File: src/hw/dcache_geom_pkg.sv
package dcache_geom_pkg;

    // byte address as seen by the core
    typedef logic [31:0] addr_t;

    // one data word of the core
    typedef logic [31:0] word_t;

    // a block holds two words, word 0 sits in the low half
    typedef logic [63:0] block_t;

    // per-line age, saturates at all ones
    typedef logic [7:0] lru_age_t;

    // byte offset inside a block
    localparam int BLOCK_OFFSET_W = 3;

    // width of a core access
    typedef enum logic [1:0] {
        SIZE_BYTE = 2'd0,
        SIZE_HALF = 2'd1,
        SIZE_WORD = 2'd2
    } access_size_e;

endpackage

File: src/hw/dcache_bus_pkg.sv
package dcache_bus_pkg;

    import dcache_geom_pkg::*;

    // tag handed out by memory on acceptance
    typedef logic [3:0] mem_tag_t;

    // zero is never granted, it marks an idle response bus
    localparam mem_tag_t MEM_TAG_NONE = 4'd0;

    typedef enum logic {
        MEM_LOAD  = 1'b0,
        MEM_STORE = 1'b1
    } mem_cmd_e;

    // request toward memory, block only matters for stores
    typedef struct packed {
        logic     valid;
        mem_cmd_e cmd;
        addr_t    addr;
        block_t   block;
    } mem_req_t;

    // data returned by memory for a granted load
    typedef struct packed {
        mem_tag_t tag;
        block_t   block;
    } mem_resp_t;

    // load or store from the core
    typedef struct packed {
        logic         valid;
        logic         write;
        access_size_e size;
        addr_t        addr;
        word_t        wdata;
    } cpu_access_t;

    // load just accepted by memory, tells the array which tag to expect
    typedef struct packed {
        logic     valid;
        addr_t    addr;
        mem_tag_t tag;
    } issued_load_t;

endpackage

File: src/hw/dcache_line_array.sv
`timescale 1ns/1ps

module dcache_line_array
    import dcache_geom_pkg::*;
    import dcache_bus_pkg::*;
#(
    parameter int NUM_SETS = 4,
    parameter int NUM_WAYS = 2,
    localparam int SET_W = $clog2(NUM_SETS),
    localparam int TAG_W = $bits(addr_t) - BLOCK_OFFSET_W - SET_W,
    localparam int WAY_W = (NUM_WAYS > 1) ? $clog2(NUM_WAYS) : 1,
    localparam int VIEW_W = TAG_W + 3 + $bits(lru_age_t) + $bits(block_t),
    localparam int UPDATE_W = 3 + WAY_W + TAG_W + $bits(block_t)
) (
    input  logic                       clock,
    input  logic                       reset,
    input  addr_t                      access_addr,
    input  logic [UPDATE_W-1:0]        line_update,
    input  issued_load_t               issued_load,
    input  mem_resp_t                  mem_resp,
    output logic [NUM_WAYS*VIEW_W-1:0] set_lines
);

    typedef logic [SET_W-1:0] set_t;
    typedef logic [TAG_W-1:0] tag_t;
    typedef logic [WAY_W-1:0] way_t;

    // pending waits for a memory tag, waiting waits for the data
    typedef enum logic [1:0] {
        LINE_INVALID,
        LINE_PENDING,
        LINE_WAITING,
        LINE_VALID
    } line_state_e;

    typedef struct packed {
        tag_t        tag;
        line_state_e state;
        logic        dirty;
        lru_age_t    age;
        mem_tag_t    mtag;
        block_t      block;
    } line_t;

    typedef struct packed {
        tag_t     tag;
        logic     valid;
        logic     busy;
        logic     dirty;
        lru_age_t age;
        block_t   block;
    } line_view_t;

    typedef struct packed {
        logic   touch;
        logic   write;
        logic   reserve;
        way_t   way;
        tag_t   tag;
        block_t block;
    } line_update_t;

    line_t lines [NUM_SETS][NUM_WAYS];
    line_t lines_n [NUM_SETS][NUM_WAYS];
    line_view_t [NUM_WAYS-1:0] ways;
    line_update_t update;
    set_t acc_set;
    set_t load_set;
    tag_t load_tag;

    assign update = line_update;
    assign set_lines = ways;
    assign acc_set = access_addr[BLOCK_OFFSET_W +: SET_W];
    assign load_set = issued_load.addr[BLOCK_OFFSET_W +: SET_W];
    assign load_tag = issued_load.addr[BLOCK_OFFSET_W + SET_W +: TAG_W];

    always_comb begin
        for (int w = 0; w < NUM_WAYS; w++) begin
            ways[w].tag = lines[acc_set][w].tag;
            ways[w].valid = (lines[acc_set][w].state == LINE_VALID);
            ways[w].busy = (lines[acc_set][w].state == LINE_PENDING)
                           || (lines[acc_set][w].state == LINE_WAITING);
            ways[w].dirty = lines[acc_set][w].dirty;
            ways[w].age = lines[acc_set][w].age;
            ways[w].block = lines[acc_set][w].block;
        end
    end

    always_comb begin
        lines_n = lines;
        for (int s = 0; s < NUM_SETS; s++) begin
            for (int w = 0; w < NUM_WAYS; w++) begin
                if (lines[s][w].state != LINE_INVALID && lines[s][w].age != '1) begin
                    lines_n[s][w].age = lines[s][w].age + lru_age_t'(1);
                end
                // memory granted a tag for this line's load
                if (lines[s][w].state == LINE_PENDING && issued_load.valid
                        && set_t'(s) == load_set && lines[s][w].tag == load_tag) begin
                    lines_n[s][w].mtag = issued_load.tag;
                    lines_n[s][w].state = LINE_WAITING;
                end
                // refill
                if (lines[s][w].state == LINE_WAITING && mem_resp.tag != MEM_TAG_NONE
                        && lines[s][w].mtag == mem_resp.tag) begin
                    lines_n[s][w].block = mem_resp.block;
                    lines_n[s][w].state = LINE_VALID;
                    lines_n[s][w].dirty = 1'b0;
                    lines_n[s][w].age = '0;
                    lines_n[s][w].mtag = MEM_TAG_NONE;
                end
            end
        end
        if (update.touch) begin
            lines_n[acc_set][update.way].age = '0;
            if (update.write) begin
                lines_n[acc_set][update.way].block = update.block;
                lines_n[acc_set][update.way].dirty = 1'b1;
            end
        end
        if (update.reserve) begin
            lines_n[acc_set][update.way].tag = update.tag;
            lines_n[acc_set][update.way].state = LINE_PENDING;
            lines_n[acc_set][update.way].dirty = 1'b0;
            lines_n[acc_set][update.way].age = '0;
            lines_n[acc_set][update.way].mtag = MEM_TAG_NONE;
        end
    end

    always_ff @(posedge clock) begin
        if (reset) begin
            for (int s = 0; s < NUM_SETS; s++) begin
                for (int w = 0; w < NUM_WAYS; w++) begin
                    lines[s][w].state <= LINE_INVALID;
                    lines[s][w].dirty <= 1'b0;
                    lines[s][w].age <= '0;
                    lines[s][w].mtag <= MEM_TAG_NONE;
                end
            end
        end else begin
            lines <= lines_n;
        end
    end

endmodule

File: src/hw/dcache_lookup.sv
`timescale 1ns/1ps

module dcache_lookup
    import dcache_geom_pkg::*;
    import dcache_bus_pkg::*;
#(
    parameter int NUM_SETS = 4,
    parameter int NUM_WAYS = 2,
    localparam int SET_W = $clog2(NUM_SETS),
    localparam int TAG_W = $bits(addr_t) - BLOCK_OFFSET_W - SET_W,
    localparam int WAY_W = (NUM_WAYS > 1) ? $clog2(NUM_WAYS) : 1,
    localparam int VIEW_W = TAG_W + 3 + $bits(lru_age_t) + $bits(block_t),
    localparam int UPDATE_W = 3 + WAY_W + TAG_W + $bits(block_t)
) (
    input  cpu_access_t                access,
    input  logic [NUM_WAYS*VIEW_W-1:0] set_lines,
    input  logic                       queue_space,
    output logic                       hit,
    output word_t                      rdata,
    output logic [UPDATE_W-1:0]        line_update,
    output mem_req_t                   push_store,
    output mem_req_t                   push_load
);

    typedef logic [SET_W-1:0] set_t;
    typedef logic [TAG_W-1:0] tag_t;
    typedef logic [WAY_W-1:0] way_t;

    typedef struct packed {
        tag_t     tag;
        logic     valid;
        logic     busy;
        logic     dirty;
        lru_age_t age;
        block_t   block;
    } line_view_t;

    typedef struct packed {
        logic   touch;
        logic   write;
        logic   reserve;
        way_t   way;
        tag_t   tag;
        block_t block;
    } line_update_t;

    line_view_t [NUM_WAYS-1:0] ways;
    line_update_t update;
    set_t acc_set;
    tag_t acc_tag;
    logic hit_found;
    way_t hit_way;
    logic in_flight;
    logic empty_found;
    way_t empty_way;
    logic old_found;
    way_t old_way;
    lru_age_t old_age;
    way_t victim_way;
    line_view_t victim;
    logic start_miss;
    block_t hit_block;
    block_t merged;

    assign ways = set_lines;
    assign line_update = update;
    assign acc_set = access.addr[BLOCK_OFFSET_W +: SET_W];
    assign acc_tag = access.addr[BLOCK_OFFSET_W + SET_W +: TAG_W];

    always_comb begin
        hit_found = 1'b0;
        hit_way = '0;
        in_flight = 1'b0;
        empty_found = 1'b0;
        empty_way = '0;
        old_found = 1'b0;
        old_way = '0;
        old_age = '0;
        for (int w = 0; w < NUM_WAYS; w++) begin
            if (ways[w].tag == acc_tag) begin
                if (ways[w].valid) begin
                    hit_found = 1'b1;
                    hit_way = way_t'(w);
                end
                // block already on its way from memory
                if (ways[w].busy) begin
                    in_flight = 1'b1;
                end
            end
            if (!ways[w].valid && !ways[w].busy && !empty_found) begin
                empty_found = 1'b1;
                empty_way = way_t'(w);
            end
            // oldest valid way, lowest index wins a tie
            if (ways[w].valid && (!old_found || ways[w].age > old_age)) begin
                old_found = 1'b1;
                old_way = way_t'(w);
                old_age = ways[w].age;
            end
        end
    end

    assign victim_way = empty_found ? empty_way : old_way;
    assign victim = ways[victim_way];
    assign hit = access.valid && hit_found;
    assign start_miss = access.valid && !hit_found && !in_flight
                        && (empty_found || old_found) && queue_space;

    assign hit_block = ways[hit_way].block;
    assign rdata = access.addr[2] ? hit_block[63:32] : hit_block[31:0];

    // store data lands at its byte lanes of the block
    always_comb begin
        merged = hit_block;
        case (access.size)
            SIZE_BYTE: merged[{access.addr[2:0], 3'b000} +: 8] = access.wdata[7:0];
            SIZE_HALF: merged[{access.addr[2:1], 4'b0000} +: 16] = access.wdata[15:0];
            SIZE_WORD: merged[{access.addr[2], 5'b00000} +: 32] = access.wdata;
            default: merged = hit_block;
        endcase
    end

    always_comb begin
        update.touch = hit;
        update.write = hit && access.write;
        update.reserve = start_miss;
        update.way = hit_found ? hit_way : victim_way;
        update.tag = acc_tag;
        update.block = merged;
    end

    // dirty victim goes out ahead of the refill
    always_comb begin
        push_store.valid = start_miss && victim.valid && victim.dirty;
        push_store.cmd = MEM_STORE;
        push_store.addr = {victim.tag, acc_set, {BLOCK_OFFSET_W{1'b0}}};
        push_store.block = victim.block;
        push_load.valid = start_miss;
        push_load.cmd = MEM_LOAD;
        push_load.addr = {access.addr[$bits(addr_t)-1:BLOCK_OFFSET_W],
                          {BLOCK_OFFSET_W{1'b0}}};
        push_load.block = '0;
    end

endmodule

File: src/hw/dcache_miss_queue.sv
`timescale 1ns/1ps

module dcache_miss_queue
    import dcache_bus_pkg::*;
#(
    parameter int QUEUE_DEPTH = 4,
    localparam int PTR_W = $clog2(QUEUE_DEPTH),
    localparam int CNT_W = $clog2(QUEUE_DEPTH + 1)
) (
    input  logic         clock,
    input  logic         reset,
    input  mem_req_t     push_store,
    input  mem_req_t     push_load,
    input  logic         mem_accept,
    input  mem_tag_t     mem_accept_tag,
    output mem_req_t     mem_req,
    output logic         queue_space,
    output issued_load_t issued_load
);

    typedef logic [PTR_W-1:0] ptr_t;
    typedef logic [CNT_W-1:0] count_t;

    mem_req_t entries [QUEUE_DEPTH];
    ptr_t head;
    ptr_t tail;
    count_t count;
    count_t num_push;
    logic pop;

    // wrap also works for depths that are not a power of two
    function automatic ptr_t ptr_inc(ptr_t ptr);
        return (ptr == ptr_t'(QUEUE_DEPTH - 1)) ? '0 : ptr + ptr_t'(1);
    endfunction

    always_comb begin
        mem_req = entries[head];
        mem_req.valid = (count != '0);
    end

    assign pop = mem_accept && mem_req.valid;
    assign num_push = count_t'(push_store.valid) + count_t'(push_load.valid);
    assign queue_space = (count <= count_t'(QUEUE_DEPTH - 2));

    always_comb begin
        issued_load.valid = pop && (mem_req.cmd == MEM_LOAD);
        issued_load.addr = mem_req.addr;
        issued_load.tag = mem_accept_tag;
    end

    always_ff @(posedge clock) begin
        if (reset) begin
            head <= '0;
            tail <= '0;
            count <= '0;
        end else begin
            if (pop) begin
                head <= ptr_inc(head);
            end
            if (push_store.valid && push_load.valid) begin
                tail <= ptr_inc(ptr_inc(tail));
            end else if (push_store.valid || push_load.valid) begin
                tail <= ptr_inc(tail);
            end
            count <= count + num_push - count_t'(pop);
        end
    end

    // writeback first, then the load behind it
    always_ff @(posedge clock) begin
        if (push_store.valid) begin
            entries[tail] <= push_store;
            if (push_load.valid) begin
                entries[ptr_inc(tail)] <= push_load;
            end
        end else if (push_load.valid) begin
            entries[tail] <= push_load;
        end
    end

endmodule

File: src/hw/dcache_top.sv
`timescale 1ns/1ps

module dcache_top
    import dcache_geom_pkg::*;
    import dcache_bus_pkg::*;
#(
    parameter int NUM_SETS = 4,
    parameter int NUM_WAYS = 2,
    parameter int QUEUE_DEPTH = 4
) (
    input  logic        clock,
    input  logic        reset,
    input  cpu_access_t access,
    input  logic        mem_accept,
    input  mem_tag_t    mem_accept_tag,
    input  mem_resp_t   mem_resp,
    output logic        hit,
    output word_t       rdata,
    output mem_req_t    mem_req
);

    // widths of the line view and line update buses
    localparam int SET_W = $clog2(NUM_SETS);
    localparam int TAG_W = $bits(addr_t) - BLOCK_OFFSET_W - SET_W;
    localparam int WAY_W = (NUM_WAYS > 1) ? $clog2(NUM_WAYS) : 1;
    localparam int VIEW_W = TAG_W + 3 + $bits(lru_age_t) + $bits(block_t);
    localparam int UPDATE_W = 3 + WAY_W + TAG_W + $bits(block_t);

    logic [NUM_WAYS*VIEW_W-1:0] set_lines;
    logic [UPDATE_W-1:0] line_update;
    mem_req_t push_store;
    mem_req_t push_load;
    logic queue_space;
    issued_load_t issued_load;

    dcache_lookup #(
        .NUM_SETS(NUM_SETS),
        .NUM_WAYS(NUM_WAYS)
    ) lookup (
        .access(access),
        .set_lines(set_lines),
        .queue_space(queue_space),
        .hit(hit),
        .rdata(rdata),
        .line_update(line_update),
        .push_store(push_store),
        .push_load(push_load)
    );

    dcache_miss_queue #(
        .QUEUE_DEPTH(QUEUE_DEPTH)
    ) miss_queue (
        .clock(clock),
        .reset(reset),
        .push_store(push_store),
        .push_load(push_load),
        .mem_accept(mem_accept),
        .mem_accept_tag(mem_accept_tag),
        .mem_req(mem_req),
        .queue_space(queue_space),
        .issued_load(issued_load)
    );

    dcache_line_array #(
        .NUM_SETS(NUM_SETS),
        .NUM_WAYS(NUM_WAYS)
    ) line_array (
        .clock(clock),
        .reset(reset),
        .access_addr(access.addr),
        .line_update(line_update),
        .issued_load(issued_load),
        .mem_resp(mem_resp),
        .set_lines(set_lines)
    );

endmodule

File: config.mk
export PLATFORM = sky130hd
export DESIGN_NAME = dcache_top
export DESIGN_NICKNAME = d
export VERILOG_FILES = /design/src/hw/dcache_geom_pkg.sv /design/src/hw/dcache_bus_pkg.sv /design/src/hw/dcache_line_array.sv /design/src/hw/dcache_lookup.sv /design/src/hw/dcache_miss_queue.sv /design/src/hw/dcache_top.sv
export SDC_FILE = /design/constraint.sdc
export NUM_CORES = 2
export LEC_CHECK = 0
export BUFFER_PORTS_ARGS = -buffer_cell sky130_fd_sc_hd__buf_2
export CAP_MARGIN = 10
export CORE_MARGIN = 1
export CORE_UTILIZATION = 28
export CTS_BUF_LIST = sky130_fd_sc_hd__clkbuf_8
export DETAILED_ROUTE_END_ITERATION = 12
export HOLD_SLACK_MARGIN = 0.05
export PLACE_DENSITY = 0.45
export REMOVE_ABC_BUFFERS = 1
export SLEW_MARGIN = 20
export SYNTH_ARGS = -nofsm -noshare
export SYNTH_HDL_FRONTEND = slang
export SYNTH_SLANG_ARGS = --single-unit
File: constraint.sdc
create_clock -name clock -period 30 [get_ports clock]
set_input_delay 4.5 -clock clock [delete_from_list [all_inputs] [get_ports clock]]
set_output_delay 4.5 -clock clock [all_outputs]
set_load 0.02 [all_outputs]
==> Yosys cells after proc, flatten, opt, wreduce, memory -nomap -nowiden <==
Memories as Yosys holds them, arrays and structs flattened. A register that Yosys moved wholly into a read port is not among the register bits.
Index checks and enable logic that the tools add are counted.
{ "classes": {"n_addsub": 17, "multipliers": 0, "div": 0, "n_lt_le_gt_ge": 8, "n_eq_ne": 56, "shift": 6, "n_mux": 112, "bitwise_logic": 4, "n_reduce_logical": 91} }
{ "op_table": {"columns": ["operator", "count"], "rows": [
  ["848-bit bitwise mux", 8],
  ["212-bit demux with 2-bit select", 6],
  ["848-bit 2-to-1 mux", 3],
  ["212-bit 2-to-1 mux", 8],
  ["79-bit 2-to-1 mux", 9],
  ["106-bit demux with 1-bit select", 6],
  ["212-bit binary-select mux with 2-bit select", 1],
  ["27-bit equality test", 10],
  ["102-bit 2-to-1 mux", 2],
  ["64-bit bitwise mux", 3],
  ["64-bit 2-to-1 mux", 3],
  ["64-bit one-hot mux with 3 select lines", 1],
  ["106-bit 2-to-1 mux", 1],
  ["95-bit 2-to-1 mux", 1],
  ["77-bit 2-to-1 mux", 1],
  ["76-bit 2-to-1 mux", 1],
  ["8-bit 2-to-1 mux", 9],
  ["68-bit 2-to-1 mux", 1],
  ["1-bit logical AND", 65],
  ["8-bit by 1-bit adder with 8-bit output, second input constant", 8],
  ["8-bit != test, second input constant", 8],
  ["16-bit by 8-bit variable shift with 64-bit output, first input constant", 1],
  ["32-bit by 8-bit variable shift with 64-bit output, first input constant", 1],
  ["8-bit by 8-bit variable shift with 64-bit output, first input constant", 1],
  ["other kinds (34)", 136]
]} }
{ "word_totals": {"reg_bits": 855, "latch_bits": 0, "ram_bits": 380, "romBits": 0, "input_bits": 143, "output_inout_bits": 131, "elab_cells": 346, "n_memories": 1} }
{ "memory_table": {"columns": ["name", "words", "word_bits", "read_ports", "rd_clocked_by_memory_dff", "write_ports", "line_no", "text"], "rows": [
  ["miss_queue.entries", 4, 95, 1, 1, 2, "dcache_miss_queue.sv:24", "mem_req_t entries [QUEUE_DEPTH];"]
]} }

==> Longest topological paths before layout <==
{ "depth": {"depth_word": 32, "depth_mapped": 28} }

==> Cells and area by module <==
A second synthesis with hierarchy kept.
{ "hier_totals": {"hier_cells": 6392, "area_unflattened_um2": 75115.8} }
{ "by_module_without_submodules": {"columns": ["mod", "n_inst", "cells_each", "area_each_um2", "seq_area_each_um2"], "rows": [
  ["dcache_line_array", 1, 4141, 47667.0, 24263.3],
  ["dcache_miss_queue", 1, 1047, 19515.0, 11831.3],
  ["dcache_lookup", 1, 1204, 7933.9, 0.0]
]} }

==> Worst setup path before layout <==
OpenSTA, ideal clock, no wires.
{ "synth_path": {"path_kind": "input to register", "from": "in reset", "to": "reg line_array.lines[180] in the netlist's numbering", "setup_time_ns": 0.144, "arrival_ns": 22.060, "required_ns": 29.856, "path_slack_ns": 7.795, "cell_stages": 4, "path_buffers": 1, "path_cell_list": "inv_1 > clkbuf_1 > o311ai_2 > nor2_1"} }
{ "synth_rtl": {"columns": ["element", "line_no", "text"], "rows": [
  ["from (decl)", "dcache_top.sv:12", "input logic reset,"],
  ["to (signal assigned)", "dcache_line_array.sv:140", "lines <= lines_n;"],
  ["to (decl)", "dcache_line_array.sv:63", "line_t lines [NUM_SETS][NUM_WAYS];"]
]} }

==> Worst setup path after layout <==
{ "layout_path": {"from": "in access[35] in the netlist's numbering", "to": "out rdata[10]"} }
{ "layout_between": {"elab_chain_cells": 10, "word_cells_on_any_way": 11} }
{ "layout_rtl": {"columns": ["element", "line_no", "text"], "rows": [
  ["from (decl)", "dcache_top.sv:13", "input cpu_access_t access,"],
  ["2-bit inverter with 3-bit output (implied by the code) (*)", "dcache_line_array.sv:79, dcache_line_array.sv:80, dcache_line_array.sv:85", null],
  ["212-bit binary-select mux with 2-bit select (*)", "dcache_line_array.sv:79, dcache_line_array.sv:80, dcache_line_array.sv:85", null],
  ["212-bit 2-to-1 mux (implied by the code) (*) (2 in a row)", "dcache_line_array.sv:80", "ways[w].valid = (lines[acc_set][w].state == LINE_VALID);"],
  ["branches (longest 3 deep; another with 27-bit equality test)", null, null],
  ["64-bit 2-to-1 mux (implied by the code) (*) (2 in a row)", "dcache_lookup.sv:109", "assign hit_block = ways[hit_way].block;"],
  ["32-bit 2-to-1 mux (*)", "dcache_lookup.sv:110", "assign rdata = access.addr[2] ? hit_block[63:32] : hit_block[31:0];"],
  ["to (decl)", "dcache_top.sv:18", "output word_t rdata,"]
]} }
Every way passes the cells marked *. The select of a mux whose other input is x is not followed.

==> impl_metrics.csv <==
group,metric,value,unit
critical_path,slowest_delay,0.74,ns
global_routing,antenna_found_initial,70,
global_routing,use_met3,4.58,%
logic_synthesis,yosysUniqueCellTypes,68,
place,io_buffers,270,
global_routing,use_met1,29.6,%
cells_and_area,drive_gt1_share,21.0,%
cts,cts_tree,"yes",
route,ant_nets,0,
logic_synthesis,synthesis.area,68500,sq um
logic_synthesis,ys.flop_type,"edfxtp_1",
global_routing,grt_pass1_wl,390,mm
power_and_ir_drop,power,5.17,mW
cts,clkTransAtPathRegs,0.06,ns
route,vias,51332,
sta,clock-skew-final,0.103,ns
global_routing,busiest_layer,"met2",
critical_path,path_delay_family,"buffers and inverters",
cts,cts_hold_buf,0,
cells_and_area,fillers,24726,
floorplanning,dieHeight,497,um
global_routing,grt_usage,22.0,%
critical_path,path_cells,"buf_8 > buf_4 > buf_4 > mux4_2 > xnor2_1 > nand4_1 > nor3_1 > and2_4 > buf_4 > mux2_2 > nor2_1 > a21oi_1 > buf_2",
sta,rsz0062_at_grt,"false",
cts,clk_path_buf_depth,3,
floorplanning,initial_core_util,28.2,%
power_and_ir_drop,leakage,30.0,nW
cts,numCtsBuffers,228,
sta,slew_violations,0,
global_routing,grt_pass1_vias,50201,
route,drcViolationCount,0,
cts,root_buffer,"clkbuf_8",
cells_and_area,layout_common_cells,"844 x edfxtp_1, 633 x mux2i_1, 446 x nand2_1, 387 x dfxtp_1, 378 x a21oi_1",
logic_synthesis,seq_area_frac_synth,48.4,%
sta,relSlewSlack,20.6,%
logic_synthesis,synth_area_per_cell,11.7,sq um
power_and_ir_drop,powerDensity,66.7,nW/um^2
sta,fin_setup_tns,0,ns
critical_path,cp_data_required_time,25.50,ns
cells_and_area,final_nets,6169,
critical_path,end_kind,"output pin",
global_routing,grt_max_degree,97,
cells_and_area,seq_area,33100,sq um
job,maxCapViolCount,0,
cells_and_area,finalNonFillerCells,9411,
route,viasPerCell,5.45,
floorplanning,rows,181,
cts,cts-htree-levels,4,
critical_path,cp_slowest_cell,"buf_4",
floorplanning,die_area,247000,sq um
global_routing,grtUsageMet2,35.0,%
route,first_iter_violations,5111,
route,drt-total-wl,277,mm
cells_and_area,mostFrequentLayoutCell,"edfxtp_1",
place,placed_cells,8955,
hold_path,min_path_type,"flip-flop to flip-flop",
logic_synthesis,yosys_warnings,0,
route,dr.pass1.iters,7,
sta,period_minus_slack,14.82,ns
logic_synthesis,syn_inst,5865,
logic_synthesis,synth_edf_count,844,
cts,cts_setup_buffers,0,
sta,hold_violations,0,
sta,setup_viol,0,
logic_synthesis,async_flop_share,0,%
route,wl_per_cell,29.4,um
power_and_ir_drop,vdd_drop_max,0.0000532,V
place,routabilityCongestion,0.885,
critical_path,crit_buf_inv,5,
cts,clkLatencyLatePin,1.04,ns
floorplanning,core-area,243000,sq um
critical_path,cp-start-kind,"input port",
critical_path,worstSetupPathType,"input port to output pin",
cells_and_area,multi_input_area,33500,sq um
cts,cts_sinks,1233,
critical_path,arrival,10.32,ns
cells_and_area,area_growth_syn_to_layout,13.2,%
logic_synthesis,ys_ff_latch,1233,
sta,finalCritPeriodShare,49.4,%
cts,postCtsResizedCells,0,
status,status,"finished, final reports clean",
floorplanning,boundaryPins,274,
floorplanning,die_x,497,um
global_routing,overflow,0,
sta,fmax,67.5,MHz
sta,worst_slew_pin_slew,1.18,ns
critical_path,critPathMaxFanout,38,
place,detailed_place_hpwl,174,mm
critical_path,crit_top_cell,"buf_4",
[final timing paths]
kind | from | end | slack (ns) | depth (start not counted)
min | miss_queue.entries[3][93] | miss_queue.entries[3][93] | 0.44 | 2
max | access[35] | rdata[10] | 15.18 | 13
max reg2reg | line_array.lines[819] | miss_queue.entries[1][87] | 23.14 | 16
min reg2reg | miss_queue.entries[3][93] | miss_queue.entries[3][93] | 0.44 | 2
[logic make-up (layout without fill, tap and decap cells)]
logic type | Yosys count | after routing | share of synthesized area (%)
xor+xnor | 358 | 358 | 4.58
simple gates | 1480 | 1480 | 10.7
buf+inv | 511 | 828 | 3.12
compound gates | 1047 | 1047 | 9.11
other cells | 1 | 28 | 0.00548
mux | 1193 | 1193 | 23.4
fa+ha+maj | 42 | 42 | 0.778
flops | 1233 | 1233 | 48.4
[flip-flops by register name (all words and copies together), names as in the netlist, named ones only]
name                cells
miss_queue.tail         2
miss_queue.entries    376
line_array.lines      848
miss_queue.count        3
miss_queue.head         2
[through the flow]
| step | utilization [%] | hold WS (ns) | cell area [sq um] | worst slack, ns |
|---|---|---|---|---|
| finish | 31.9 | 0.438 | 77500 | 15.18 |
| CTS | 31.8 | 0.441 | 77400 | 15.27 |
| floorplan | - | 0.418 | 66500 | 12.82 |
| global route | 31.9 | 0.458 | 77500 | 15.05 |
| detailed placement | 30.0 | 0.431 | 72900 | 15.28 |
| global placement | 30.0 | 0.428 | 72800 | 15.26 |
[area by class of cell]
type | instances | area share [%]
Clock buffer | 264 | 4.69
Inverter | 34 | 0.179
Clock inverter | 166 | 1.22
Sequential cell | 1233 | 42.7
Multi-Input combinational cell | 4123 | 43.2
Antenna cell | 25 | 0.0807
Timing Repair Buffer | 364 | 2.76
Tap cell | 3202 | 5.17
[worst register-to-register path, cell delays in order (launching register included)]
cell and delay [ns]:
dfxtp_1 0.66, mux4_2 0.36, ha_1 0.55, nand2_1 0.15
ha_1 0.35, a21oi_1 0.14, o21ai_0 0.12, mux2i_1 0.16
a21o_1 0.24, a21o_2 0.77, and3_1 0.30, o21a_1 0.12
ha_1 0.30, and2_2 1.00, a21oi_4 0, buf_4 0.33
inv_2 0.86
[cell usage after synthesis, types with 32 or more instances]
| master | number | area [sq um] |
|---|---|---|
| inv_1 | 32 | 120 |
| dfxtp_1 | 389 | 7790 |
| o21ai_1 | 32 | 160 |
| nor3_1 | 83 | 415 |
| o21ai_0 | 358 | 1790 |
| mux2i_1 | 633 | 6340 |
| edfxtp_1 | 844 | 25300 |
| clkbuf_1 | 307 | 1150 |
| mux4_2 | 298 | 6710 |
| ha_1 | 41 | 513 |
| mux2_2 | 262 | 2950 |
| a32o_1 | 96 | 961 |
| a21oi_1 | 383 | 1920 |
| nand2_1 | 446 | 1670 |
| a211oi_1 | 68 | 510 |
| nand2b_1 | 35 | 219 |
| and2_1 | 291 | 1820 |
| buf_2 | 106 | 531 |
| xnor2_1 | 239 | 2090 |
| xor2_1 | 119 | 1040 |
| buf_1 | 45 | 169 |
| nor2_1 | 304 | 1140 |
| nand3_1 | 91 | 455 |
| nand4_1 | 80 | 500 |
| nor4_1 | 42 | 263 |
[power breakdown]
part	total [mW]	leakage (nW)	switching, mW	internal [mW]
Combinational	1.34	15.8	0.890	0.454
Sequential	2.18	11.4	0.120	2.06
Clock	1.65	2.72	0.806	0.844
[metal layers]
metal / part of all wire [%] / vias up / routed length [um]
met2: 46 / 2098 / 128000
met3: 7.3 / 460 / 20300
met5: 0.13 / - / 371
met1: 43 / 26420 / 120000
met4: 3.1 / 58 / 8480
li1: - / 22296 / -
(Power assumes the default switching activity.)
